### config.mk
export PLATFORM = sky130hd
export DESIGN_NAME = axi_addr_queue
export DESIGN_NICKNAME = d
export VERILOG_FILES = /design/src/axi_defs_pkg.sv /design/src/axi_addr_queue.sv
export SDC_FILE = /design/constraint.sdc
export NUM_CORES = 1
export LEC_CHECK = 0
export ABC_AREA = 1
export BUFFER_PORTS_ARGS = -buffer_cell sky130_fd_sc_hd__buf_2
export CORE_ASPECT_RATIO = 1.5
export CORE_MARGIN = 4
export CORE_UTILIZATION = 35
export DETAILED_ROUTE_END_ITERATION = 10
export HOLD_SLACK_MARGIN = 0.05
export SYNTH_ARGS = -nofsm -noshare
export SYNTH_HDL_FRONTEND = slang
export SYNTH_SLANG_ARGS = --single-unit
### constraint.sdc
create_clock -name clock -period 5.79 [get_ports clock]
set_input_delay 0 -clock clock [delete_from_list [all_inputs] [get_ports clock]]
set_output_delay 0 -clock clock [all_outputs]
set_load 0.03 [all_outputs]
### src/axi_defs_pkg.sv
/* AXI field widths and codes */
package axi_defs_pkg;

	// channel field widths
	localparam int addr_w  = 32;
	localparam int data_w  = 32;
	localparam int strb_w  = 4;  // one bit per data byte
	localparam int id_w    = 4;
	localparam int len_w   = 8;  // beats minus one
	localparam int size_w  = 3;  // log2 of bytes per beat
	localparam int burst_w = 2;
	localparam int resp_w  = 2;

	// burst types, WRAP and reserved are not served
	localparam logic [burst_w-1:0] burst_fixed = 2'd0;
	localparam logic [burst_w-1:0] burst_incr  = 2'd1;

	localparam logic [resp_w-1:0] resp_okay = 2'd0;  // only response ever sent

	// address queue sizing
	localparam int queue_depth = 4;
	localparam int queue_ptr_w = 2;

endpackage

### src/axi_addr_queue.sv
`timescale 1ns/1ps
/* address request queue */
module axi_addr_queue (
	input  logic                               clock,
	input  logic                               reset,
	input  logic                               in_valid,
	output logic                               in_ready,
	input  logic [axi_defs_pkg::addr_w-1:0]    in_addr,
	input  logic [axi_defs_pkg::id_w-1:0]      in_id,
	input  logic [axi_defs_pkg::len_w-1:0]     in_len,
	input  logic [axi_defs_pkg::size_w-1:0]    in_size,
	input  logic [axi_defs_pkg::burst_w-1:0]   in_burst,
	output logic                               head_valid,
	output logic [axi_defs_pkg::addr_w-1:0]    head_addr,
	output logic [axi_defs_pkg::id_w-1:0]      head_id,
	output logic [axi_defs_pkg::len_w-1:0]     head_len,
	output logic [axi_defs_pkg::size_w-1:0]    head_size,
	output logic [axi_defs_pkg::burst_w-1:0]   head_burst,
	input  logic                               pop
);
	import axi_defs_pkg::*;

	logic [addr_w-1:0]  addr_q  [queue_depth];
	logic [id_w-1:0]    id_q    [queue_depth];
	logic [len_w-1:0]   len_q   [queue_depth];
	logic [size_w-1:0]  size_q  [queue_depth];
	logic [burst_w-1:0] burst_q [queue_depth];
	logic [queue_ptr_w-1:0] head_ptr;
	logic [queue_ptr_w-1:0] tail_ptr;  // next free slot
	logic [queue_ptr_w:0]   count;     // needs one extra bit to tell full from empty
	logic push;
	logic take;

	assign in_ready   = (count != (queue_ptr_w+1)'(queue_depth));  // back-pressure only when full
	assign head_valid = (count != '0);
	assign push = in_valid && in_ready;
	assign take = pop && head_valid;

	// oldest entry straight from the array
	assign head_addr  = addr_q[head_ptr];
	assign head_id    = id_q[head_ptr];
	assign head_len   = len_q[head_ptr];
	assign head_size  = size_q[head_ptr];
	assign head_burst = burst_q[head_ptr];

	always_ff @(posedge clock) begin
		if (reset) begin
			head_ptr <= '0;
			tail_ptr <= '0;
			count    <= '0;
		end else begin
			if (push)
				tail_ptr <= tail_ptr + 1'b1;  // wraps on its own at depth 4
			if (take)
				head_ptr <= head_ptr + 1'b1;
			case ({push, take})
				2'b10:   count <= count + 1'b1;
				2'b01:   count <= count - 1'b1;
				default: count <= count;  // both or neither
			endcase
		end
	end

	// payload slots
	always_ff @(posedge clock) begin
		if (push) begin
			addr_q[tail_ptr]  <= in_addr;
			id_q[tail_ptr]    <= in_id;
			len_q[tail_ptr]   <= in_len;
			size_q[tail_ptr]  <= in_size;
			burst_q[tail_ptr] <= in_burst;
		end
	end

endmodule

**After elaboration in Yosys (flattened, before gate mapping)**

Memories as Yosys holds them, arrays and structs flattened. A register that Yosys moved wholly into a read port is not among the register bits.
Cells that the tools add are included.

- Bits in writable memories: 196
- Bits in registers: 7
- Memories kept: 5
- Word-level logic and storage cells: 32

Memories:

| name | words | width | rd ports | clocked after Yosys merged registers in | wr ports | RTL line | RTL |
|---|---|---|---|---|---|---|---|
| addr_q | 4 | 32 | 1 | 1 | 1 | axi_addr_queue.sv:23 | `logic [addr_w-1:0] addr_q [queue_depth];` |
| len_q | 4 | 8 | 1 | 1 | 1 | axi_addr_queue.sv:25 | `logic [len_w-1:0] len_q [queue_depth];` |
| id_q | 4 | 4 | 1 | 1 | 1 | axi_addr_queue.sv:24 | `logic [id_w-1:0] id_q [queue_depth];` |
| size_q | 4 | 3 | 1 | 1 | 1 | axi_addr_queue.sv:26 | `logic [size_w-1:0] size_q [queue_depth];` |
| burst_q | 4 | 2 | 1 | 1 | 1 | axi_addr_queue.sv:27 | `logic [burst_w-1:0] burst_q [queue_depth];` |

- Add/sub/neg operators: 4
- Muxes and demuxes: 13
- Equality and inequality tests: 3
- Reductions and logical operators: 4

Operator list:

| operator | count |
|---|---|
| $mux W2 | 10 |
| $pmux W3 S2 | 1 |
| $add A2 B1 Y2 const B | 2 |
| $add A3 B1 Y3 const B | 1 |
| $ne A3 B3 Y1 const B | 1 |
| $reduce_bool A3 Y1 | 1 |
| $sub A3 B1 Y3 const B | 1 |
| $eq A2 B1 Y1 const B | 1 |
| $eq A2 B2 Y1 const B | 1 |
| $logic_and A1 B1 Y1 | 2 |
| $mux W1 | 2 |
| $reduce_bool A2 Y1 | 1 |

**Longest topological paths before layout**

Gate-level depths: netlist of the first run.

- Word-level depth: 4
- Mapped depth: 12
- Mapped depth without buffers: 12

**Least setup slack after synthesis of the first run**

OpenSTA, ideal clock, no wires.

- Kind: register to register
- From: register count[0]
- To: memory addr_q[0][0], enable pin
- Stages on the path, launching flop included: 5
- Setup slack: 2.310 ns
- Arrival time: 3.024 ns
- Clock period less this slack: 3.480 ns
- Path through: dfxtp_1 inv_1 nand3_1 nand2_1 nor2_1

- Longest elaborated chain between the ends: 4

Ends and longest elaborated chain:

| what | RTL line | RTL |
|---|---|---|
| start: declaration | axi_addr_queue.sv:30 | `logic [queue_ptr_w:0] count;` |
| start signal: assignment | axi_addr_queue.sv:57 | `2'b10: count <= count + 1'b1;` |
| start signal: assignment | axi_addr_queue.sv:58 | `2'b01: count <= count - 1'b1;` |
| start signal: assignment | axi_addr_queue.sv:59 | `default: count <= count;` |
| $ne A3 B3 Y1 | axi_addr_queue.sv:34 | `assign in_ready = (count != (queue_ptr_w+1)'(queue_depth));` |
| net in_ready | axi_addr_queue.sv:7 | `output logic in_ready,` |
| $logic_and A1 B1 Y1 | axi_addr_queue.sv:36 | `assign push = in_valid && in_ready;` |
| $mux W1 | axi_addr_queue.sv:66 | `if (push) begin` |
| $mux W1 (implied by the code) | axi_addr_queue.sv:67 | `addr_q[tail_ptr] <= in_addr;` |
| end: declaration | axi_addr_queue.sv:23 |  |

The timed path passes the listed nets, and every way through them passes these cells.

==> results.json, run 1 <==
{
  "status": "finished, final reports clean",
  "utilization": 0.444,
  "mostFrequentLayoutCells": "edfxtp_1, nor2_1, buf_2",
  "cts_max_level": 1,
  "die_w_um": 129,
  "p_sw_uw": 1400,
  "rows": 66,
  "synth_area_um2": 7740,
  "drt_wl_total_mm": 17.5,
  "cts_tree": "built",
  "finalCriticalPeriod_ns": 2.76,
  "portBuffers": 103,
  "maxSlewHeadroom": 0.318,
  "grt_pass1_wl_mm": 27.6,
  "numCtsBuffers": 20,
  "max_cap_violations": 0,
  "yosysSeqAreaShare": 0.783,
  "synth-edff-count": 196,
  "synth_top_flop_cell": "edfxtp_1",
  "wl_per_cell_um": 17.9,
  "combPwrFrac": 0.256,
  "overflow": 0,
  "holdWs_ns": 0.273,
  "power_leakage_uw": 0.00341,
  "internal_power_uw": 2820,
  "clockBufferDepth": 3,
  "first_pass_iters": 6,
  "switching_share": 0.333,
  "finalSetupViolations": 0,
  "timing.fmax_ghz": 0.362,
  "async_flop_share": 0,
  "grt.total_usage": 0.141,
  "clk_pin_slew_ns": 0.06,
  "fin_cells": 977,
  "fin_ws_ns": 3.03,
  "rsz0062_at_grt": "false",
  "cp_data_required_time_ns": 5.79,
  "fillers": 1933,
  "finClkSkew_ns": 0.0116,
  "grt_pass1_vias": 5145,
  "die_y_um": 190,
  "clk_latency_ns": 0.48,
  "p_seq_frac": 0.448,
  "path_class": "reg2out",
  "num_vias": 4915,
  "vias_per_cell": 5.03,
  "dp.cells": 889,
  "dp_slack_ns": 3.47,
  "grt_max_degree": 100,
  "worstPathArrival_ns": 2.76,
  "start_util": 0.356,
  "peakVddDrop_mv": 0.367,
  "fin_crit_sh": 0.477,
  "yosysUniqueCellTypes": 22,
  "critPathCaptureType": "output pin",
  "critPathLaunchType": "register",
  "hp-class": "in2reg",
  "postRouteAntennaNets": 0,
  "synth_fp_nets": 600,
  "drv_slew": 0,
  "ios": 104,
  "cts_setup_buffers": 0,
  "tightestPinTransition_ns": 1.02,
  "drive_above_1_share": 0.203,
  "clock-sinks": 205,
  "avgSynthCellArea_um2": 14.3,
  "reg2reg_depth": 12,
  "holdPathStages": 2,
  "hold_viol_final": 0,
  "drtIter0Drc": 440,
  "clock-root-buffer": "clkbuf_16",
  "setup-tns-final_ns": 0,
  "grt_antenna_before_repair": 1,
  "ys_ff_latch": 205,
  "drc": 0,
  "seq_area_um2": 6070,
  "core_um2": 21700,
  "synthCells": 541,
  "dpl.hpwl_mm": 9.92,
  "multiInputGateArea_um2": 1440,
  "critPathMaxFanout": 50,
  "gp_congestion": 0.720,
  "power_frac_clock": 0.296,
  "ys_warn_count": 0,
  "final_common_cell": "edfxtp_1",
  "area_delta_synth_final_pct": 24.6,
  "finalNetCount": 751,
  "die_area_um2": 24600,
  "cellPowerDensity_nw_per_um2": 438
}
## kinds of logic after synthesis
family,count (synthesis),share of synthesized area
AOI/OAI and AO/OA,155,0.108
and+or+nand+nor,127,0.0635
adders and majority gates,6,0.0107
DFF,205,0.783
buffers and inverters,48,0.0343
## sequential cells by signal, summed over array words and instances (netlist names), named ones only
signal	flops
addr_q	128
len_q	32
id_q	16
size_q	12
burst_q	8
count	3
head_ptr	2
tail_ptr	2
## cell usage after synthesis, types with 2 or more instances
master,count,share of area
buf_6,7,0.010
nor2_1,108,0.052
o21ai_1,5,0.0032
o21ai_0,95,0.061
nand2_1,11,0.0053
buf_4,2,0.0019
clkbuf_1,6,0.0029
inv_1,15,0.0073
clkbuf_2,4,0.0026
ha_1,5,0.0081
edfxtp_1,196,0.76
dfxtp_1,9,0.023
buf_2,12,0.0078
o22ai_1,49,0.040
a21oi_1,6,0.0039
nand3_1,5,0.0032
## what timing repair did
| action | 4_1_cts | 5_1_grt |
|---|---|---|
| hold endpoints to repair | 205 | 0 |
| hold buffers | 53 | 0 |
| gates resized for setup | 0 | 0 |
## final timing paths
kind | startpoint | slack, ns | to
worst min register to register | head_ptr[0] | 0.52 | register
worst max-delay path | register | 3.03 | head_addr[17]
worst min-delay path | in_addr[20] | 0.27 | addr_q[2][20]
worst max register to register | count[0] | 3.58 | count[2]
## power groups by stage
stage	clock network, uW	registers (uW)	logic (uW)
floorplan	0	1840	814
global placement	0	1920	1050
detailed placement	0	1930	1070
CTS	1290	1900	1100
global route	1360	1910	1180
finish	1250	1890	1080
## stage by stage
step / power, uW / cell area (um2)
floorplan: 2650 / 7740
global placement: 2970 / 8470
detailed placement: 3000 / 8470
CTS: 4290 / 9640
global route: 4450 / 9640
finish: 4220 / 9640
## cell type report
| type | count | area share |
|---|---|---|
| sequential | 205 | 0.629 |
| multi-input combinational | 288 | 0.149 |
| timing repair buffer | 160 | 0.112 |
| clock buffer | 29 | 0.0641 |
| tap | 272 | 0.0353 |
| inverter | 17 | 0.00714 |
| clock inverter | 5 | 0.00272 |
| antenna | 1 | 0.000259 |
## routing by layer
metal,share of wire,track usage,wire [um]
met5,0,0,0
met4,0.024,0.0404,428
met3,0.051,0.0275,884
met2,0.52,0.246,9110
met1,0.40,0.178,7080
## critical path, cell delays in order (launching register included)
cell	delay, ns
dfxtp_2	0.99
inv_2	0.65
o21ai_0	0.27
o22ai_1	0.14
buf_2	0.20
(Power assumes the default switching activity.)
==> run 2: changes to the inputs <==
ABC_AREA = 0   (was 1)
clock period = 2.3 ns   (was 5.79 ns; I/O delays follow)
==> run 2 against run 1 <==
Synthesized cell count shrank 43%. Flip-flop and latch count unchanged. Final cell count fell by 21%. Worst hold slack worse by 0.20 ns. Cell area up 0.32%. Routed wire length down 16%. Die area down 2.2%. Sequential share of layout area shrank 0.20 points. Clock skew is 0.0067 ns lower.
==> results.json, run 2 <==
{
  "status": "finished, final reports clean",
  "async_flop_share": 0,
  "grt_pass1_wl_mm": 23.3,
  "top_register": "addr_q",
  "ys_ff_latch": 205,
  "synthCells": 308,
  "finalNetCount": 545,
  "yosys.area.top_type_share": 0.778,
  "worstPathArrival_ns": 2.50,
  "clock-root-buffer": "clkbuf_16",
  "timing.fmax_ghz": 0.475,
  "yosysTopAreaCell": "edfxtp_1",
  "clk_pin_slew_ns": 0.06,
  "mostFrequentLayoutCells": "edfxtp_1, buf_2, dlygate4sd3_1",
  "critPathCaptureType": "register",
  "drt_wl_total_mm": 14.8,
  "critPathMaxFanout": 6,
  "wl_per_cell_um": 19.2,
  "yosys-top-cells-area": "edfxtp_1, mux4_2, dfxtp_1, ha_1, mux4_1",
  "grt.total_usage": 0.124,
  "grt_max_degree": 50,
  "grt_pass1_vias": 4218,
  "rows": 65,
  "gp_congestion": 0.716,
  "avgSynthCellArea_um2": 24.6,
  "postRouteAntennaNets": 0,
  "numCtsBuffers": 20,
  "num_vias": 3713,
  "vias_per_cell": 4.83,
  "die_y_um": 188,
  "synth_top_flop_cell": "edfxtp_1",
  "largest_register_ffs": 128,
  "overflow": 0,
  "die_w_um": 128,
  "area_delta_synth_final_pct": 27.9,
  "hold_viol_final": 0,
  "finClkSkew_ns": 0.00497,
  "drtIter0Drc": 224,
  "final_common_cell": "edfxtp_1",
  "ys_top_cells_by_count": "edfxtp_1, mux4_2, dfxtp_1, nor2_1, inv_1",
  "die_area_um2": 24100,
  "finalCriticalPeriod_ns": 2.10,
  "synth_area_um2": 7560,
  "setup-tns-final_ns": 0,
  "ys_warn_count": 0,
  "synth.most_common_cell": "edfxtp_1",
  "portBuffers": 103,
  "cellPowerDensity_nw_per_um2": 1130,
  "clockBufferDepth": 3,
  "cts_tree": "built",
  "synth_fp_nets": 367,
  "path_class": "reg2reg",
  "dp.cells": 680,
  "reg.largest.list": "addr_q (128), len_q (32), id_q (16)",
  "fin_cells": 769,
  "place_area_um2": 8510,
  "final_cell_area_um2": 9680,
  "grt_antenna_before_repair": 1,
  "holdPathStages": 4,
  "drc": 0,
  "ios": 104,
  "yosysUniqueCellTypes": 27,
  "max_cap_violations": 0,
  "clk_latency_ns": 0.47,
  "hp-class": "in2reg",
  "drive_above_1_share": 0.396,
  "maxSlewHeadroom": 0.732,
  "tightestPinTransition_ns": 0.396,
  "cp_data_required_time_ns": 2.70,
  "synth-edff-count": 196,
  "power_leakage_uw": 0.00330,
  "fin_crit_sh": 0.915,
  "dpl.hpwl_mm": 9.10,
  "first_pass_iters": 4,
  "start_util": 0.358,
  "cts_max_level": 1,
  "clock-sinks": 205,
  "finalSetupViolations": 0,
  "reg2reg_depth": 9,
  "p_total_uw": 10900,
  "rsz0062_at_grt": "false",
  "peakVddDrop_mv": 0.448,
  "critPathLaunchType": "register",
  "core_um2": 21100,
  "drv_slew": 0,
  "yosysSeqAreaShare": 0.802,
  "cts_resized": 0
}
==> run 2: cell count changes after synthesis, sizes merged, moves of 3 or more <==
cell	previous run	this run
nor2	108	9
o21ai	100	1
mux4	0	49
o22ai	49	0
inv	17	6
buf	21	11
nand2	11	1
clkbuf	10	1
nand3	5	0
a21oi	6	2
and2	1	4
xor2	0	3
==> run 2: repair_timing <==
action	CTS	global route
hold buffers	52	0
endpoints found under the setup margin	0	0
endpoints found under the hold margin	205	0
buffers inserted	0	0
==> run 2: per-layer routing <==
metal | up-vias | GRT usage | wire (um)
met4 | 0 | 0.0413 | 374
met3 | 25 | 0.0199 | 744
met2 | 101 | 0.230 | 8260
li1 | 1648 | - | -
met5 | - | 0 | 0
met1 | 1939 | 0.143 | 5380
==> run 2: worst max-delay path: stages (launching register included) <==
cell and delay (ns):
dfxtp_1 0.36, nor2_1 0.16, a21boi_1 0.11, inv_1 0.08
ha_1 0.19, inv_1 0.06, fa_1 0.37, xor2_1 0.16
or3_1 0.34, a21oi_1 0.19
==> run 2: report_power, final <==
| part | switching (uW) | leakage (uW) | internal [uW] |
|---|---|---|---|
| combinational | 1820 | 0.00111 | 1230 |
| clock | 1270 | 0.000317 | 1890 |
| sequential | 181 | 0.00187 | 4510 |
==> run 2: final timing paths <==
kind / from / to / slack (ns)
worst max-delay path: count[0] / count[2] / 0.20
worst min-delay path: in_valid / tail_ptr[1] / 0.07
worst max register to register: count[0] / count[2] / 0.20
worst min register to register: tail_ptr[1] / tail_ptr[1] / 0.53
==> run 2: logic make-up after synthesis <==
logic type                 after synthesis  synth area share
adders and majority gates                6            0.0109
muxes                                   51             0.150
AOI/OAI and AO/OA                        6           0.00529
xor gates and xnor gates                 4           0.00463
buffers and inverters                   18            0.0160
DFF                                    205             0.802
and+or+nand+nor                         18            0.0116
==> run 2: per-stage QoR <==
step           hold slack [ns]  worst slack [ns]  utilization
3_3_place_gp             0.212             0.433        0.403
4_1_cts                 0.0593             0.144        0.457
2_1_floorplan           0.0989             0.379            -
6_report                0.0744             0.197        0.458
3_5_place_dp             0.221             0.233        0.403
5_1_grt                 0.0851            0.0521        0.458
==> run 2: layout make-up <==
type                       instances  area [um2]
tap                              268         335
clock buffer                      26         544
inverter                           6        22.5
sequential                       205        6070
timing repair buffer             168        1220
fill                            1811       11500
clock inverter                    10        96.3
antenna                            1        2.50
multi-input combinational         85        1380
