`src/axi_defs_pkg.sv`:
```
/* AXI field widths and codes */
package axi_defs_pkg;

	// channel field widths
	localparam int addr_w  = 32;
	localparam int data_w  = 32;
	localparam int strb_w  = 4;  // one bit per data byte
	localparam int id_w    = 4;
	localparam int len_w   = 8;  // beats minus one
	localparam int size_w  = 3;  // log2 of bytes per beat
	localparam int burst_w = 2;
	localparam int resp_w  = 2;

	// burst types, WRAP and reserved are not served
	localparam logic [burst_w-1:0] burst_fixed = 2'd0;
	localparam logic [burst_w-1:0] burst_incr  = 2'd1;

	localparam logic [resp_w-1:0] resp_okay = 2'd0;  // only response ever sent

	// address queue sizing
	localparam int queue_depth = 4;
	localparam int queue_ptr_w = 2;

endpackage

```
`src/storage_arbiter.sv`:
```
`timescale 1ns/1ps
/* storage port arbiter */
module storage_arbiter (
	input  logic                               clock,
	input  logic                               reset,
	input  logic                               rd_req,
	input  logic [axi_defs_pkg::addr_w-1:0]    rd_addr,
	output logic                               rd_gnt,
	input  logic                               wr_req,
	input  logic [axi_defs_pkg::addr_w-1:0]    wr_addr,
	input  logic [axi_defs_pkg::data_w-1:0]    wr_data,
	input  logic [axi_defs_pkg::strb_w-1:0]    wr_strb,
	output logic                               wr_gnt,
	output logic                               st_we,
	output logic [axi_defs_pkg::addr_w-1:0]    st_addr,
	output logic [axi_defs_pkg::data_w-1:0]    st_wdata,
	output logic [axi_defs_pkg::strb_w-1:0]    st_strb,
	output logic                               st_en
);
	import axi_defs_pkg::*;

	logic last_wr;  // write side was served last

	// on a tie the side not served last wins
	assign rd_gnt = rd_req && (!wr_req || last_wr);
	assign wr_gnt = wr_req && !rd_gnt;

	// steer the winner onto the port
	assign st_en    = rd_gnt || wr_gnt;
	assign st_we    = wr_gnt;
	assign st_addr  = wr_gnt ? wr_addr : rd_addr;
	assign st_wdata = wr_data;
	assign st_strb  = wr_gnt ? wr_strb : {strb_w{1'b0}};

	always_ff @(posedge clock) begin
		if (reset)
			last_wr <= 1'b0;
		else if (rd_gnt)
			last_wr <= 1'b0;
		else if (wr_gnt)
			last_wr <= 1'b1;
	end

endmodule

```
`config.mk`:
```
export PLATFORM = sky130hd
export DESIGN_NAME = storage_arbiter
export DESIGN_NICKNAME = d
export VERILOG_FILES = /design/src/axi_defs_pkg.sv /design/src/storage_arbiter.sv
export SDC_FILE = /design/constraint.sdc
export NUM_CORES = 1
export LEC_CHECK = 0
export ABC_AREA = 1
export BUFFER_PORTS_ARGS = -buffer_cell sky130_fd_sc_hd__buf_2
export CORE_AREA = 3 3 67 69
export DETAILED_ROUTE_END_ITERATION = 10
export DIE_AREA = 0 0 70 72
export HOLD_SLACK_MARGIN = 0.03
export PLACE_DENSITY = 0.83
export SYNTH_ARGS = -nofsm -noshare
export SYNTH_HDL_FRONTEND = slang
export SYNTH_SLANG_ARGS = --single-unit
```
`constraint.sdc`:
```
create_clock -name clock -period 0.95 [get_ports clock]
set_input_delay 0.1425 -clock clock [delete_from_list [all_inputs] [get_ports clock]]
set_output_delay 0.1425 -clock clock [all_outputs]
set_load 0.02 [all_outputs]
```
Word-level counts from Yosys, hierarchy flattened
Cells that the tools add are included.
- add/subtract/negate cells: 0
- multipliers: 0
- div/mod/pow operators: 0
- $lt $le $gt $ge: 0
- equal/unequal tests: 0
- shift-type cells: 0
- multiplexer cells: 2
- bitwise operators: 0
- reduce and logical (&&, ||, !) cells: 7
- operator list (kind ; count):
    32-bit 2-to-1 mux ; 1
    4-bit 2-to-1 mux ; 1
    1-bit logical AND ; 2
    1-bit logical NOT ; 2
    1-bit logical OR ; 2
    2-bit OR reduction ; 1
- register bits: 1
- latch bits: 0
- bits in writable memories: 0
- bits in read-only memories: 0
- input port bits: 104
- output and inout port bits: 72
- word-level logic and storage cells: 10
- memories kept: 0

Longest topological paths before layout
Gate-level depths: netlist of the first run.
- word-level depth: 6
- depth in mapped cells: 5

Least setup slack after synthesis of the first run
Ideal clock, no wire load.
- kind: flip-flop to output port
- start point: register last_wr
- end point: output port st_addr[26] in the netlist's numbering
- data arrival time: 0.986 ns
- data required time: 0.808 ns
- setup slack: -0.178 ns
- stages on the path, launching flop included: 5
- path buffers: 1
- cell sequence: dfxtp_1 a21oi_4 buf_6 nand2_1 nand2_1
- word-level cells in the longest chain between the ends: 5
- ends and longest elaborated chain (item ; line ; RTL):
    start: declaration ; storage_arbiter.sv:22 ; logic last_wr;
    start signal: assignment ; storage_arbiter.sv:37 ; last_wr <= 1'b0;
    start signal: assignment ; storage_arbiter.sv:39 ; last_wr <= 1'b0;
    start signal: assignment ; storage_arbiter.sv:41 ; last_wr <= 1'b1;
    1-bit logical OR ; storage_arbiter.sv:25 ; assign rd_gnt = rd_req && (!wr_req || last_wr);
    1-bit logical AND ; storage_arbiter.sv:25 ;
    1-bit logical NOT ; storage_arbiter.sv:26 ; assign wr_gnt = wr_req && !rd_gnt;
    1-bit logical AND ; storage_arbiter.sv:26 ;
    via st_we ; storage_arbiter.sv:14 ; output logic st_we,
    32-bit 2-to-1 mux ; storage_arbiter.sv:31 ; assign st_addr = wr_gnt ? wr_addr : rd_addr;
    end: declaration ; storage_arbiter.sv:15 ; output logic [axi_defs_pkg::addr_w-1:0] st_addr,
The timed path passes the listed nets, and every way through them passes these cells.

Worst setup path in the final report of the first run
- start point: register last_wr
- end point: output port st_addr[7] in the netlist's numbering
- word-level cells in the longest chain between the ends: 5
- ends and longest elaborated chain (item ; line):
    1-bit logical OR ; storage_arbiter.sv:25
    1-bit logical AND ; storage_arbiter.sv:25
    1-bit logical NOT ; storage_arbiter.sv:26
    1-bit logical AND ; storage_arbiter.sv:26
    32-bit 2-to-1 mux ; storage_arbiter.sv:31
Every way passes these cells.

==> metrics.md, run 1 <==
| Metric | Value |
|---|---|
| Outcome | `complete, but fails checks` |
| Failing checks | `negative setup slack` |
| Nets | `342` |
| Hpwl dp | `2.370 mm` |
| Worst-path clk slew | `0 ps` |
| Largest net degree at the start of global routing | `33` |
| Setup Skew | `0 ps` |
| Synth warn | `0` |
| I/O pin count | `176` |
| Final worst-path setup slack | `-219.8 ps` |
| Setup violations, final | `38` |
| ANT nets after route | `0` |
| Yosys top cell by area | `nand2_1` |
| Drt drc | `0` |
| Avg Cell Area, Syn | `4.964 um2` |
| Setup TNS | `-6815 ps` |
| Gpl congestion | `0.6837` |
| Ant. Diodes | `0` |
| CP Max Fanout | `16` |
| Maximum vdd ir drop | `0.2396 mV` |
| Critical Path Max Stage Delay | `between 300 and 400 ps` |
| FF/Latch Area | `21.27 um2` |
| Leakage | `roughly 1.0 nW` |
| Avg WL per Cell | `12.16 um` |
| Top Registers | `last_wr x1` |
| Filler cells | `between 300 and 400` |
| Chip width | `70 um` |
| Final WL | `3.477 mm` |
| Period minus WS final | `about 1200 ps` |
| Port bufs | `111` |
| Largest Register | `last_wr` |
| Slew Limit Fails | `0` |
| Post-CTS Hold Buffers | `0` |
| Critical Path RT | `810 ps` |
| Worst-Skew Late Latency | `0 ps` |
| Initial antenna violation count | `0` |
| GRT Util Overall | `between 10 and 15%` |
| Worst Path Buf+Inv | `2` |
| Vias | `1,184` |
| First-pass detailed-route iteration total | `4` |
| Core area | `3971 um2` |
| CP Capture Type | `output pin` |
| Crit Path Class | `flip-flop to output pin` |
| Flops & latches, synth | `1` |
| Max reg flops | `1` |
| Synth Flop Type | `dfxtp_1` |
| Worst hold slack | `285.0 ps` |
| Cell-by-cell trace of the critical path | `a21o_4 > clkbuf_16 > nand2_1 > nand2_2 > buf_4` |
| Worst slew pin tran | `about 130 ps` |
| Rows | `23` |
| Worst rel slew slack | `91.42%` |
| Async SR Flop Fraction | `0%` |
| Top-count cell post-synth | `nand2_1` |
| RSZ-0062 raised after global routing | `true` |
| Hold crit path type | `primary input to output pin` |
| Synthesized Nets | `roughly 260` |
| Synth top area share | `50.57%` |
| Share of layout cells above drive strength 1 | `between 80% and 90%` |
| First-pass GRT wire length | `just under 5 mm` |
| Starting density of the core | `roughly a fifth` |
| Top cells by area, synth | `nand2_1 (51%), buf_4 (32%), buf_6 (4.4%)` |
| Chip Height | `just over 70 um` |
| Multi-input logic area | `696.9 um2` |
| Highest clock rate | `0.8549 GHz` |
| Die area | `between 5000 and 6000 um2` |
| Starting DRC count in detailed routing | `13` |
| Final number of hold-violating endpoints | `0` |
| Pwr Density | `681.4 nW/um2` |
| Final Cycle Share | `123.1%` |
| Top delay family on crit path | `buffers and inverters` |
| Setup crit start kind | `flip-flop` |
| P&R area growth vs syn | `129.6%` |
| Sequential element share of the synthesized area | `~2.6%` |
| Top post-synthesis cells by count | `nand2_1 (103), buf_4 (33), inv_1 (6)` |
| CP max stage cell | `dfxtp_2` |
| Arrival @ worst endpoint | `~1000 ps` |
| Syn Inst Count | `154` |
| Library cells used by synthesis | `11` |
| Vias per cell | `4.140` |
| # Max-Cap Violations | `0` |
| Gr ovfl total | `0` |
| Netlist Area Pre-Place | `between 700 and 800 um2` |
| Post-synth EDFFs | `0` |
| Vias in the first global route | `1,139` |
## cell type report
cell class / count / share of cell area [%]
Inverter: 7 / 1.497
Tap cell: 50 / 3.564
Timing Repair Buffer: 121 / 54.03
Sequential cell: 1 / 1.212
Multi-Input combinational cell: 107 / 39.70
## through the flow
stage	util, %	instances	area [um2]	worst slack, ps	power [mW]
2_1_floorplan	-	154	978.4	-140.2	0.7712
5_1_grt	44.20	286	1755	-264.0	1.272
3_5_place_dp	34.12	280	1355	-252.5	0.8991
6_report	44.20	286	1755	-219.8	1.196
4_1_cts	39.89	284	1584	-252.9	1.073
3_3_place_gp	34.12	280	1355	-225.4	0.8869
## per-layer routing
metal  vias to the layer above  wire length [um]  track usage (%)
li1                        586                 -                -
met1                       494              1101            11.13
met2                        92              1905            24.34
met3                        12               434            2.216
met4                         0                36            1.702
met5                         -                 0                0
## layout by cell type, fill, tap and decap left out, types with 2 or more instances in the layout
cell       instances
buf_16             2
buf_6             22
nand2_2           50
buf_4             18
buf_8              3
nand2_1           34
inv_2              5
nand2_4           19
inv_1              2
buf_12             3
clkbuf_16          2
buf_2             71
## what timing repair did
action                     in CTS  in global routing
buffers inserted                2                  0
pin swaps                       0                  1
setup endpoints to repair      38                 40
gates resized for setup        54                 40
cloned                          2                  2
## logic make-up (layout without fill, tap and decap cells)
logic type             count (synthesis)  in the layout  share of synthesized area [%]
AND/OR/NAND/NOR                      104            104                          51.06
buffers and inverters                 46            128                          42.22
AO/OA/AOI/OAI                          3              3                          4.093
flip-flops                             1              1                          2.619
## final timing paths
| kind | start | end | slack [ps] | cells after the start |
|---|---|---|---|---|
| setup / recovery | last_wr$_SDFFE_PP0P_ | st_addr[7] | -220 | 5 |
| hold / removal | wr_data[13] | st_wdata[13] | 290 | 0 |
| setup reg to reg | last_wr$_SDFFE_PP0P_ | last_wr$_SDFFE_PP0P_ | 130 | 6 |
| hold reg to reg | last_wr$_SDFFE_PP0P_ | last_wr$_SDFFE_PP0P_ | 660 | 3 |
## where the power goes
part / leakage (nW) / internal (mW) / switching (mW)
Clock: 0 / 0 / 0
Combinational: 1.02 / 0.571 / 0.574
Sequential: 0.00861 / 0.0466 / 0.00419
Total: 1.03 / 0.618 / 0.578
(Power assumes the default switching activity.)
==> run 2, diff against run 1 <==
ABC_AREA = default   (was 1)
CORE_AREA = default   (was 3 3 67 69)
CORE_MARGIN = 3   (was default)
CORE_UTILIZATION = 22   (was default)
DIE_AREA = default   (was 0 0 70 72)
PLACE_DENSITY = 0.88   (was 0.83)
==> run 2 against run 1 <==
  * The flow still finishes with violations (negative setup slack)
  * Combinational power is 6% lower
  * Die area is 7.5% lower
  * Global-route usage is 2.8 points lower
  * Critical path type unchanged
  * Largest power group unchanged
  * Highest routed layer unchanged
==> metrics.md, run 2 <==
| Metric | Value |
|---|---|
| Outcome | `complete, but fails checks` |
| Failing checks | `negative setup slack` |
| I/O pin count | `176 (unchanged)` |
| Die area | `4662 um2 (-7.5%)` |
| Post-synth EDFFs | `0 (unchanged)` |
| Hold crit path type | `primary input to output pin` |
| Flops & latches, synth | `1 (unchanged)` |
| Internal power | `0.6978 mW (+13%)` |
| Initial antenna violation count | `0 (unchanged)` |
| Top cells by area, synth | `mux2_4 (44%), buf_4 (29%), mux2_2 (9.2%)` |
| Crit Path Class | `flip-flop to output pin` |
| Starting density of the core | `23.13% (+3.9 points)` |
| Pwr Density | `698.4 nW/um2 (+2.5%)` |
| Gr ovfl total | `0 (unchanged)` |
| Yosys top cell by area | `mux2_4` |
| First-pass detailed-route iteration total | `2 (-2)` |
| Vias | `899 (-24%)` |
| GRT Util Overall | `8.497% (-2.8 points)` |
| Final number of hold-violating endpoints | `0 (unchanged)` |
| Gpl congestion | `0.5975 (-13%)` |
| Filler cells | `337 (-8.7%)` |
| Net switching power | `0.4365 mW (-25%)` |
| Worst-Skew Late Latency | `0 ps (unchanged)` |
| Clk pwr share | `0% (unchanged)` |
| Port bufs | `111 (unchanged)` |
| Highest clock rate | `0.7309 GHz (-15%)` |
| Critical Path RT | `810 ps (about the same)` |
| Largest net degree at the start of global routing | `21 (-36%)` |
| Power share of the combinational group | `95.5% (-0.3 points)` |
| Final WL | `3.274 mm (-5.8%)` |
| Final worst-path setup slack | `-418.2 ps (-198.4 ps)` |
| Sw frac | `38.48% (-9.9 points)` |
| Synthesized Nets | `184 (-29%)` |
| Core area | `3689 um2 (-7.1%)` |
| Synth top area share | `43.99% (-6.6 points)` |
| Setup violations, final | `38 (unchanged)` |
| Commonest cells after routing, fill and taps aside | `buf_2 (71), buf_6 (39), mux2_4 (32)` |
| Rows | `22 (-4.3%)` |
| Vias in the first global route | `672 (-41%)` |
| Chip width | `68.28 um (-2.5%)` |
| Post-CTS Hold Buffers | `0 (unchanged)` |
| Nets | `270 (-21%)` |
| Top Registers | `last_wr x1` |
| Ant. Diodes | `0 (unchanged)` |
| Worst rel slew slack | `87.93% (-3.5 points)` |
| Top post-synthesis cells by count | `buf_4 (33), mux2_4 (25), mux2_2 (7)` |
| Cell Count, Final, Fillers Out | `212 (-26%)` |
| Maximum vdd ir drop | `0.2349 mV (-2.0%)` |
| Chip Height | `68.28 um (-5.2%)` |
| Max reg flops | `1 (unchanged)` |
| Arrival @ worst endpoint | `1230 ps (+200 ps)` |
| Place WS | `-404.3 ps (-151.8 ps)` |
| Synth warn | `0 (unchanged)` |
| Share of layout cells above drive strength 1 | `98.17% (+14 points)` |
| Placed cells | `206 (-26%)` |
| Top-count cell post-synth | `buf_4` |
| Drt drc | `0 (unchanged)` |
| CP Capture Type | `output pin` |
| Setup crit start kind | `flip-flop` |
| Async SR Flop Fraction | `0% (unchanged)` |
| Synth Flop Type | `dfxtp_1` |
| Vias per cell | `4.241 (+2.4%)` |
| First-pass GRT wire length | `3.029 mm (-39%)` |
| Worst-path clk slew | `0 ps (unchanged)` |
| RSZ-0062 raised after global routing | `true` |
| CP Max Fanout | `7 (-9)` |
| P&R area growth vs syn | `90.32%` |
| # Max-Cap Violations | `0 (unchanged)` |
| Setup Skew | `0 ps (unchanged)` |
| Netlist Area Pre-Place | `853.3 um2 (+12%)` |
| Syn Inst Count | `80 (-48%)` |
| Library cells used by synthesis | `14 (+3)` |
| Avg WL per Cell | `15.44 um (+27%)` |
| Period minus WS final | `1368 ps (+198.4 ps)` |
| Worst slew pin tran | `180.0 ps (+51.55 ps)` |
| Final Cycle Share | `144.0% (+21 points)` |
| ANT nets after route | `0 (unchanged)` |
| Sequential element share of the synthesized area | `2.346% (-0.27 points)` |
| Starting DRC count in detailed routing | `8 (-5)` |
| Avg Cell Area, Syn | `10.67 um2 (+110%)` |
| Commonest non-fill, non-tap cell in the layout | `buf_2` |
| Largest Register | `last_wr` |
| Leakage | `0.9103 nW (-12%)` |
| Slew Limit Fails | `0 (unchanged)` |
| Sequential share of power | `4.5% (+0.3 points)` |
## run 2: cell types whose count changed after synthesis, moves of 2 or more
cell / change
nand2_1: -103
and2_1: +4
buf_6: -2
mux2_4: +25
inv_1: -5
buf_2: -3
mux2_2: +7
buf_12: +2
## run 2: worst max-delay path, cell delays in order (launching register included)
cell	delay, ps
dfxtp_2	310
a21boi_4	160
buf_12	150
clkbuf_16	150
mux2_4	310
buf_6	130
## run 2: final cells by class
cell class | count | area [um2] | share of cell area (%)
multi-input combinational | 41 | 564.3 | 34.75
tap | 48 | 60.06 | 3.698
timing repair buffer | 121 | 974.7 | 60.02
sequential | 1 | 21.27 | 1.310
inverter | 1 | 3.754 | 0.2311
## run 2: per-layer routing
metal / global-route usage, % / up-vias / routed length (um)
met4: 4.963 / 0 / 68
met3: 2.299 / 14 / 404
met5: 0 / - / 0
met1: 6.984 / 402 / 941
met2: 17.45 / 76 / 1860
li1: - / 407 / -
## run 2: per-stage QoR
step                      total power, mW  cell area, um2  utilization, %  hold WS (ps)  setup TNS [ps]
after CTS                          0.8896            1310           35.52         285.1          -13440
final                               1.134            1624           44.03         285.0          -14290
after global placement             0.8113            1224           33.18         285.1          -12770
after global routing                1.195            1624           44.03         285.0          -15260
after floorplan                    0.7503           868.3               -         207.8           -8932
after detailed placement           0.8268            1224           33.18         285.1          -13280
## run 2: worst paths after layout
check | from | endpoint | slack, ps | cells after the start
setup / recovery | last_wr$_SDFFE_PP0P_ | st_addr[26] | -420 | 5
hold reg to reg | last_wr$_SDFFE_PP0P_ | last_wr$_SDFFE_PP0P_ | 560 | 2
hold / removal | wr_data[11] | st_wdata[11] | 290 | 0
setup reg to reg | last_wr$_SDFFE_PP0P_ | last_wr$_SDFFE_PP0P_ | 170 | 3
## run 2: cells by family (layout without fill, tap and decap cells)
group           count (synthesis)  count (layout)  synth area share [%]
simple gates                    6               6                 4.105
flops                           1               1                 2.346
compound gates                  3               3                 3.080
buf+inv                        38             122                 37.24
mux                            32              32                 53.23
## run 2: power groups by stage
stage | registers [mW] | clock network (mW) | logic, mW
detailed placement | 0.0506 | 0 | 0.776
CTS | 0.0507 | 0 | 0.839
floorplan | 0.0502 | 0 | 0.700
global route | 0.0513 | 0 | 1.14
finish | 0.0509 | 0 | 1.08
global placement | 0.0503 | 0 | 0.761
## run 2: timing repair
item / 4_1_cts / 5_1_grt
gates cloned: 0 / 4
endpoints found under the hold margin: 0 / 0
gates resized for setup: 27 / 65
pin swaps: 0 / 1
endpoints found under the setup margin: 39 / 40
buffers inserted: 1 / 1
