### src/axi_defs_pkg.sv
/* AXI field widths and codes */
package axi_defs_pkg;

	// channel field widths
	localparam int addr_w  = 32;
	localparam int data_w  = 32;
	localparam int strb_w  = 4;  // one bit per data byte
	localparam int id_w    = 4;
	localparam int len_w   = 8;  // beats minus one
	localparam int size_w  = 3;  // log2 of bytes per beat
	localparam int burst_w = 2;
	localparam int resp_w  = 2;

	// burst types, WRAP and reserved are not served
	localparam logic [burst_w-1:0] burst_fixed = 2'd0;
	localparam logic [burst_w-1:0] burst_incr  = 2'd1;

	localparam logic [resp_w-1:0] resp_okay = 2'd0;  // only response ever sent

	// address queue sizing
	localparam int queue_depth = 4;
	localparam int queue_ptr_w = 2;

endpackage

### src/axi_write_engine.sv
`timescale 1ns/1ps
/* write burst engine */
module axi_write_engine (
	input  logic                               clock,
	input  logic                               reset,
	input  logic                               head_valid,
	input  logic [axi_defs_pkg::addr_w-1:0]    head_addr,
	input  logic [axi_defs_pkg::id_w-1:0]      head_id,
	input  logic [axi_defs_pkg::len_w-1:0]     head_len,
	input  logic [axi_defs_pkg::size_w-1:0]    head_size,
	input  logic [axi_defs_pkg::burst_w-1:0]   head_burst,
	output logic                               pop,
	input  logic [axi_defs_pkg::data_w-1:0]    wdata,
	input  logic [axi_defs_pkg::strb_w-1:0]    wstrb,
	input  logic                               wlast,
	input  logic                               wvalid,
	output logic                               wready,
	output logic                               wr_req,
	output logic [axi_defs_pkg::addr_w-1:0]    wr_addr,
	output logic [axi_defs_pkg::data_w-1:0]    wr_data,
	output logic [axi_defs_pkg::strb_w-1:0]    wr_strb,
	input  logic                               wr_gnt,
	output logic [axi_defs_pkg::id_w-1:0]      bid,
	output logic [axi_defs_pkg::resp_w-1:0]    bresp,
	output logic                               bvalid,
	input  logic                               bready
);
	import axi_defs_pkg::*;

	logic             b_pending;  // response owed for the head burst
	logic [len_w-1:0] beat;
	logic             supported;
	logic             last_beat;
	logic             w_fire;

	assign supported = (head_burst == burst_fixed) || (head_burst == burst_incr);

	// no W beat taken while B is still out
	assign wr_req  = head_valid && wvalid && !b_pending;
	assign wr_addr = (head_burst == burst_incr) ?
		head_addr + ({{(addr_w-len_w){1'b0}}, beat} << head_size) : head_addr;
	assign wr_data = wdata;
	assign wr_strb = supported ? wstrb : '0;  // unsupported bursts write nothing
	assign wready  = wr_gnt;  // beat lands in storage this cycle
	assign w_fire  = wvalid && wready;

	// a master wlast also closes a short burst
	assign last_beat = (beat == head_len) || wlast;

	assign bvalid = b_pending;
	assign bid    = head_id;
	assign bresp  = resp_okay;
	assign pop    = bvalid && bready;

	always_ff @(posedge clock) begin
		if (reset) begin
			b_pending <= 1'b0;
			beat      <= '0;
		end else begin
			if (w_fire) begin
				if (last_beat) begin
					beat      <= '0;
					b_pending <= 1'b1;  // bvalid one cycle after last beat
				end else begin
					beat <= beat + 1'b1;
				end
			end
			if (pop)
				b_pending <= 1'b0;
		end
	end

endmodule

### config.mk
export PLATFORM = sky130hd
export DESIGN_NAME = axi_write_engine
export DESIGN_NICKNAME = d
export VERILOG_FILES = /design/src/axi_defs_pkg.sv /design/src/axi_write_engine.sv
export SDC_FILE = /design/constraint.sdc
export NUM_CORES = 1
export LEC_CHECK = 0
export BUFFER_PORTS_ARGS = -buffer_cell sky130_fd_sc_hd__buf_4
export CAP_MARGIN = 30
export CORE_MARGIN = 1
export CORE_UTILIZATION = 35
export DETAILED_ROUTE_END_ITERATION = 8
export PLACE_DENSITY = 0.72
export SYNTH_ARGS = -nofsm -noshare
export SYNTH_HDL_FRONTEND = slang
export SYNTH_SLANG_ARGS = --single-unit
### constraint.sdc
create_clock -name clock -period 6.5 [get_ports clock]
set_clock_uncertainty 0.15 [all_clocks]
set_input_delay 0.325 -clock clock [delete_from_list [all_inputs] [get_ports clock]]
set_output_delay 0.325 -clock clock [all_outputs]
set_load 0.02 [all_outputs]
# Word level (Yosys, flattened, before mapping)
# Cells that the tools add are included.
dict set report totals {
  ff_bits 9
  out_inout_bits 78
  wordCells 20
}
dict set report classes {
  eq_ne 2
  muxes 3
  shift 1
  n_reduce_logical 10
  addsub 2
}
# operator count
set op_table {}
lappend op_table {{$add 32x32->32} 1}
lappend op_table {{$mux 32} 1}
lappend op_table {{$shl 8x3->32} 1}
lappend op_table {{$add 8x1->8 const B} 1}
lappend op_table {{$eq 8x8->1} 1}
lappend op_table {{$mux 8} 1}
lappend op_table {{$logic_and 1x1->1} 4}
lappend op_table {{$mux 4} 1}
lappend op_table {{$eq 2x1->1 const B} 1}
lappend op_table {{$logic_not 2->1} 1}
lappend op_table {{$logic_or 1x1->1} 2}
lappend op_table {{$reduce_and 2->1} 1}
lappend op_table {{$reduce_or 2->1} 1}
lappend op_table {{$logic_not 1->1} 1}

# Longest topological paths before layout
# Gate-level depths: netlist of the first run.
dict set report depth {
  ltp_word 3
  mapped_depth 13
  depth_no_buf 12
}

# Worst setup path before layout of the first run
# No wires, ideal clock.
dict set report synth_timing {
  kind {input -> output}
  startpoint {input port head_size[1] (netlist name)}
  endpoint {output port wr_addr[21] (netlist name)}
  stages 13
  required_ns 6.025
  arrival_time_ns 3.007
  path_buffers 2
  slack_ns 3.018
  path_cell_list {clkbuf_1 > mux2i_1 > o22ai_1 > nand2_1 > o21ai_0 > ha_1 > buf_2 > a21o_1 > a311oi_2 > nor3_1 > a211oi_4 > nor4b_1 > xor2_1}
}
dict set report synth_between {
  elab_chain_len 3
}
# item line
set synth_rtl {}
lappend synth_rtl {{start, declared} axi_write_engine.sv:10} ;# input logic [axi_defs_pkg::size_w-1:0] head_size,
lappend synth_rtl {{$shl 8x3->32} axi_write_engine.sv:41} ;# head_addr + ({{(addr_w-len_w){1'b0}}, beat} << head_size) : head_addr;
lappend synth_rtl {{$add 32x32->32} axi_write_engine.sv:41}
lappend synth_rtl {{$mux 32} axi_write_engine.sv:40} ;# assign wr_addr = (head_burst == burst_incr) ?
lappend synth_rtl {{end, declared} axi_write_engine.sv:19} ;# output logic [axi_defs_pkg::addr_w-1:0] wr_addr,
# Every way passes these cells.

# Final worst setup path of the first run
dict set report layout_timing {
  startpoint {register beat[1]}
  endpoint {output port wr_addr[26] (netlist name)}
}
dict set report layout_between {
  elab_chain_len 3
}
# item line
set layout_rtl {}
lappend layout_rtl {{start, declared} axi_write_engine.sv:31} ;# logic [len_w-1:0] beat;
lappend layout_rtl {{start signal, assigned} axi_write_engine.sv:65} ;# beat <= beat + 1'b1;
lappend layout_rtl {{$shl 8x3->32} axi_write_engine.sv:41}
lappend layout_rtl {{$add 32x32->32} axi_write_engine.sv:41}
lappend layout_rtl {{$mux 32} axi_write_engine.sv:40}
# Every way passes these cells.

==> flow_summary.toml, run 1 <==
[pwr]
part_of_the_total_power_dissipated_in_combinational_logic = 0.551
intPower_uw = 169
power.ir.vdd_worst_v = 0.000140
net_switching_power_uw = 106
clock_power_share = 0.236
power_frac_seq = 0.213
power.density_nw_per_um2 = 93.9
leakage_power_figure_nw = 1.37
switching_share = 0.385

[setup_path]
timing.critical_path.to_type = "primary output"
worstPathRequired_ps = 6020
crit_path_max_fanout = 9
timing.setup.critical_path_class = "reg2out"
r2r_setup_slack_ps = 4760
path_delay_family = "compound AO/OA/AOI/OAI gates"
crit_arrival_ps = 3390
start_kind = "flip-flop"
worst_path_max_delay_cell = "a31oi_1"
crit_path_cells = "mux2i_1 > mux2_2 > o22ai_1 > ha_1 > a21oi_1 > nor2b_1 > a311o_1 > a31oi_1 > nor4_1 > xor2_1 > buf_4"
critPathBufInv = 1
crit_path_max_incr_delay_ps = 620

[clock_tree]
insertion_delay_ps = 230
cts-htree-levels = 1
cts_sinks = 9
cts_resized = 0
clk_transition_reported_paths_ps = 50
post_cts_hold_fix_bufs = 0
tritoncts = "yes"
post_cts_buffers = 0
cts-root-to-sink-buffers = 2
root_buffer = "clkbuf_8"
cts_made_buffers = 3

[timing]
report.final.setup_viol = 0
final_min_period_over_clock_period = 0.594
min_period_ps = 3860
fmaxAchievable_mhz = 259
maxSlewViolCount = 0
tightest_slew_ps = 988
unrepaired_setup_endpoints_after_global_routing = "false"
worst_slack_ps = 2640
tns_ps = 0
final-hold-violation-count = 0
max_slew_margin = 0.341

[final_layout]
synthToLayoutAreaGrowth_pct = 20.7
fraction_of_final_layout_cells_with_drive_strength_greater_than_1 = 0.283
num-nets-final = 502
antennaDiodeCount = 0
fillerInstances = 659
postLayoutCoreUtil = 0.450

[synthesis]
postSynthRegisterBits = 9
synth_fa_ha_area_frac = 0.0910
netlist-cell-type-count = 55
synth_edf_count = 0
synth_top_cell_area_share = 0.130
postSynth.topFlopCell = "dfxtp_1"
syn-instance-count = 347
combinational_family_with_the_most_area_after_synthesis = "simple AND/OR/NAND/NOR gates"
yosys-top-cells-area = "xor2_1, buf_4, ha_1, dfxtp_1, nand2_1"
ys_async_sr_fraction = 0
synth.avg_cell_area_sq_um = 6.98
netlist_area_sq_um = 2420
synthDominantAreaCellType = "xor2_1"
ys.warnings.count = 0
post_synth_mux_area_share = 0.0605
synth-compound-area-share = 0.185
synth-xor-area-share = 0.145
post_synth_and_or_nand_nor_area_fraction = 0.287
post_synthesis_sequential_area_ratio = 0.0744

[run]
cap_violations = 0

[run_status]
run_status = "finished clean"

[global_routing]
grt_start_max_net_pins = 31
number_of_antenna_violations_at_the_first_check_in_global_routing = 0
wire_length_of_the_first_global_routing_pass_um = 9510
number_of_global_route_vias_before_repair = 2170
grt-ovfl-total = 0
grt_util_all_layers = 0.157

[floorplan]
boundaryPins = 170
std_cell_rows = 29
start_util = 0.373
die_w_um = 85.2
core_area_sq_um = 6490
floorplan.die.height_um = 85.2
fp.dieArea_sq_um = 7250

[drt]
avgViaCountPerCell = 5.23
route.antenna.remaining_nets = 0
drc_marker_count_from_the_first_detailed_route_iteration = 85
routed_wirelength_um = 6100
number_of_vias_after_detailed_routing = 2451
number_of_iterations_in_the_first_detailed_routing_pass = 4
route.detailed.wl_per_inst_um = 13.0
route.detailed.drc = 0

[placed_design]
port_buffers = 95
placement.setup.worst_slack_ps = 2830
hpwl_after_detailed_placement_um = 5080
gpl.final_weighted_congestion = 0.918

[hold_path]
min_path_type = "in2reg"
[sequential cells by signal, indices dropped and copies added, names as in the netlist]
name	flops
beat	8
bvalid	1
[routing by layer]
| layer | up-vias | track usage | part of all wire |
|---|---|---|---|
| li1 | 1273 | - | - |
| met3 | 10 | 0.0224 | 0.067 |
| met4 | 0 | 0.0231 | 0.0075 |
| met1 | 1084 | 0.211 | 0.47 |
| met5 | - | 0 | 0 |
| met2 | 84 | 0.271 | 0.46 |
[kinds of logic (layout without fill, tap and decap cells)]
kind of cell,Yosys count,after routing
and+or+nand+nor,138,138
AOI/OAI and AO/OA,68,68
buffers and inverters,60,104
xor gates and xnor gates,40,40
adders and majority gates,17,17
muxes,14,14
DFF,9,9
other,1,2
[metrics by stage]
| step | cell area, sq um | power (mW) | hold WS [ps] | std cells |
|---|---|---|---|---|
| after floorplan | 2420 | 0.176 | 254 | 348 |
| final | 2920 | 0.274 | 119 | 469 |
| after CTS | 2920 | 0.275 | 115 | 469 |
| after detailed placement | 2880 | 0.210 | 357 | 465 |
| after global placement | 2880 | 0.208 | 352 | 465 |
| after global routing | 2920 | 0.292 | 118 | 469 |
[cells in the mapped netlist (all sizes together) (5+ instances only)]
| library cell | n |
|---|---|
| nand3 | 7 |
| nand4 | 5 |
| nor3 | 12 |
| xor2 | 36 |
| mux2 | 5 |
| clkbuf | 11 |
| a21o | 6 |
| ha | 16 |
| buf | 44 |
| and2 | 5 |
| inv | 5 |
| nand2 | 44 |
| nor2 | 28 |
| dfxtp | 9 |
| a21oi | 18 |
| mux2i | 9 |
| o22ai | 7 |
| nor2b | 9 |
| o21ai | 17 |
[path summary, 6_finish.rpt]
kind	depth (start not counted)	from	endpoint
max	11	beat[1]	wr_addr[26]
min	2	reset	bvalid
max reg2reg	6	beat[5]	beat[7]
min reg2reg	2	bvalid	bvalid
[cells in the final DEF, fill, tap and decap left out, types with 9 or more instances in the layout]
cell type  synthesis  final
dfxtp_1            9      9
nand2_1           44     44
buf_4             39     95
nor2_1            28     28
o21ai_0           17     17
a21oi_1           17     17
nor3_1            12     12
ha_1              16     16
xor2_1            36     36
nor2b_1            9      9
mux2i_1            9      9
[cell type report]
| cell class | count | area, sq um | share of cell area |
|---|---|---|---|
| multi-input cells | 279 | 1870 | 0.639 |
| repair buffers | 95 | 713 | 0.244 |
| flip-flops and latches | 9 | 180 | 0.0617 |
| inverters | 5 | 18.8 | 0.00642 |
| clock buffers | 4 | 45.0 | 0.0154 |
| well taps | 77 | 96.3 | 0.0330 |
[power groups by stage]
stage / Combinational, mW / Clock, mW / Sequential, mW
2_1_floorplan: 0.118 / 0 / 0.0583
5_1_grt: 0.164 / 0.0698 / 0.0587
6_report: 0.151 / 0.0647 / 0.0584
4_1_cts: 0.152 / 0.0654 / 0.0584
3_5_place_dp: 0.151 / 0 / 0.0594
3_3_place_gp: 0.149 / 0 / 0.0593
Power figures use the tool's default switching activity.
==> inputs of run 2 (changes only) <==
- PLACE_DENSITY: 0.72 -> 0.75
- clock period: 6.5 -> 3.1 ns (I/O delays scaled with it)
==> run 2 against run 1 <==
The flow now finishes with violations (setup timing). Count of clock-buffer cells in the layout is 1 lower. Combinational power grew to 2.7 times the previous value. Register-to-register slack worse by 3500 ps. Final cell count is 10% higher. Sequential cell count stayed put. Global-route usage is 4.4 points higher.
==> flow_summary.toml, run 2 (synthesized netlist as in run 1, its figures left out) <==
[placed_design]
gpl.final_weighted_congestion = 0.845
cell_area_placed_sq_um = 3180
hpwl_after_detailed_placement_um = 5800
port_buffers = 95
placed_instance_count = 503
placement.setup.worst_slack_ps = -59.7

[floorplan]
start_util = 0.373
floorplan.die.height_um = 85.2
boundaryPins = 170
die_w_um = 85.2
std_cell_rows = 29
fp.dieArea_sq_um = 7250
core_area_sq_um = 6490

[clock_tree]
cts-htree-levels = 1
cts_sinks = 9
cts_made_buffers = 3
root_buffer = "clkbuf_8"
tritoncts = "yes"
cts-root-to-sink-buffers = 2
insertion_delay_ps = 240
clk_transition_reported_paths_ps = 50

[setup_path]
r2r_setup_slack_ps = 1220
critical_path_depth = 12
critical_path.most_common_cell = "buf_4"
critical_path.reg2reg.endpoint = "beat[6]"
crit_path_max_fanout = 7
setup.worst_path.start = "beat[1]"
crit_arrival_ps = 2920
start_kind = "flip-flop"
worstSetupEndpoint = "wr_addr[20]"
crit_path_cells = "mux2i_2 > mux2_4 > nor2_1 > ha_1 > nor2b_2 > a311o_1 > buf_4 > a31oi_2 > buf_6 > or3_4 > xnor2_2 > buf_4"
regToRegStartpoint = "beat[1]"
path_delay_family = "simple AND/OR/NAND/NOR gates"
worstPathRequired_ps = 2790
timing.setup.critical_path_class = "reg2out"
timing.critical_path.to_type = "primary output"
timing.reg2reg.worst_path_depth = 7
worst_path_max_delay_cell = "or3_4"
crit_path_max_incr_delay_ps = 400
critPathBufInv = 3

[final_layout]
largest_register_ff_count = 8
num-nets-final = 551
fraction_of_final_layout_cells_with_drive_strength_greater_than_1 = 0.485
mostFrequentLayoutCells = "buf_4, nand2_1, xor2_1, nor2_1"
summed_area_of_non_filler_cells_in_the_final_layout_sq_um = 3690
regArea_sq_um = 190
multi_input_area_sq_um = 2220
final_common_cell = "buf_4"
synthToLayoutAreaGrowth_pct = 52.4
top_register = "beat"
fillerInstances = 571
post_layout_nonfiller_instances = 518
antennaDiodeCount = 0

[global_routing]
grt_start_max_net_pins = 23
number_of_antenna_violations_at_the_first_check_in_global_routing = 0
grt-ovfl-total = 0
grt_util_all_layers = 0.201
number_of_global_route_vias_before_repair = 2684
wire_length_of_the_first_global_routing_pass_um = 12000

[hold_path]
min_path_type = "in2reg"

[run]
cap_violations = 0

[timing]
report.final.setup_viol = 21
holdWs_ps = 59.3
final-hold-violation-count = 0
max_slew_margin = 0.453
fmaxAchievable_mhz = 310
maxSlewViolCount = 0
worst_slack_ps = -127
final_min_period_over_clock_period = 1.04
min_period_ps = 3230
tightest_slew_ps = 818
unrepaired_setup_endpoints_after_global_routing = "true"

[drt]
number_of_iterations_in_the_first_detailed_routing_pass = 4
avgViaCountPerCell = 5.44
drc_marker_count_from_the_first_detailed_route_iteration = 89
route.detailed.wl_per_inst_um = 15.3
routed_wirelength_um = 7900
route.antenna.remaining_nets = 0
number_of_vias_after_detailed_routing = 2816
route.detailed.drc = 0

[pwr]
power.ir.vdd_worst_v = 0.000140
leakage_power_figure_nw = 1.74
power.density_nw_per_um2 = 180
post-layout-total-power_uw = 663

[run_status]
run_status = "finished with violations"
violations = "setup timing"
[run 2: cell types whose count changed in the layout (fill, tap and decap cells not counted), moves of 4 or more]
| cell | delta |
|---|---|
| a21oi_2 | +4 |
| mux2_4 | +4 |
| mux2i_2 | +4 |
| a21oi_1 | -5 |
| mux2_2 | -4 |
| ha_1 | -4 |
| o21ai_0 | -6 |
| buf_6 | +5 |
| mux2i_1 | -5 |
| dfxtp_1 | -6 |
| dfxtp_2 | +5 |
| nor3_1 | -6 |
| nor3_2 | +5 |
| buf_4 | +42 |
[run 2: metrics by stage]
| stage | utilization | TNS (ps) |
|---|---|---|
| after floorplan | - | 0 |
| after global placement | 0.490 | 0 |
| after detailed placement | 0.490 | -366 |
| after CTS | 0.540 | -1130 |
| after global routing | 0.568 | -4090 |
| final | 0.568 | -1620 |
[run 2: layout make-up]
class	instances	area share
multi-input combinational	279	0.602
timing repair buffer	144	0.302
sequential	9	0.0516
tap	77	0.0261
clock buffer	3	0.0112
inverter	5	0.00509
clock inverter	1	0.00136
[run 2: timing repair]
item                                    in CTS  in global routing
setup buffers                                6                  4
pin swaps                                   26                 18
resized for setup                           51                 29
hold buffers                                 1                  0
hold endpoints to repair                     1                  0
endpoints found under the setup margin      23                 24
[run 2: worst register-to-register path, stage by stage (launching register included)]
cell and delay [ps]:
dfxtp_4 360, buf_4 160, xor2_1 150, nor4_1 350
a21oi_1 120, nor2_1 150, or2_2 230, nor2_1 70
[run 2: worst min-delay path by stage]
| stage | start | to | slack [ps] | cells past startpoint |
|---|---|---|---|---|
| 2_1_floorplan | reset | bvalid | 80 | 1 |
| 3_5_place_dp | wdata[19] | wr_data[19] | 160 | 0 |
| 5_1_grt | wr_gnt | beat[1] | 80 | 4 |
| 3_3_place_gp | wdata[19] | wr_data[19] | 160 | 0 |
| 6_report | wr_gnt | beat[1] | 60 | 4 |
| 4_1_cts | wr_gnt | beat[1] | 60 | 4 |
[run 2: layer usage]
layer,share of wire,track usage,wire length (um),vias up
met5,0,0,0,-
met4,0.0082,0.0339,65,0
met3,0.059,0.0311,468,14
met2,0.51,0.370,4050,111
met1,0.42,0.249,3320,1324
li1,-,-,-,1367
[run 2: report_power, final]
group          internal [mW]  switching [mW]  leakage [nW]
Clock                 0.0881          0.0520        0.0255
Combinational          0.194           0.208          1.64
Sequential             0.118         0.00322        0.0760
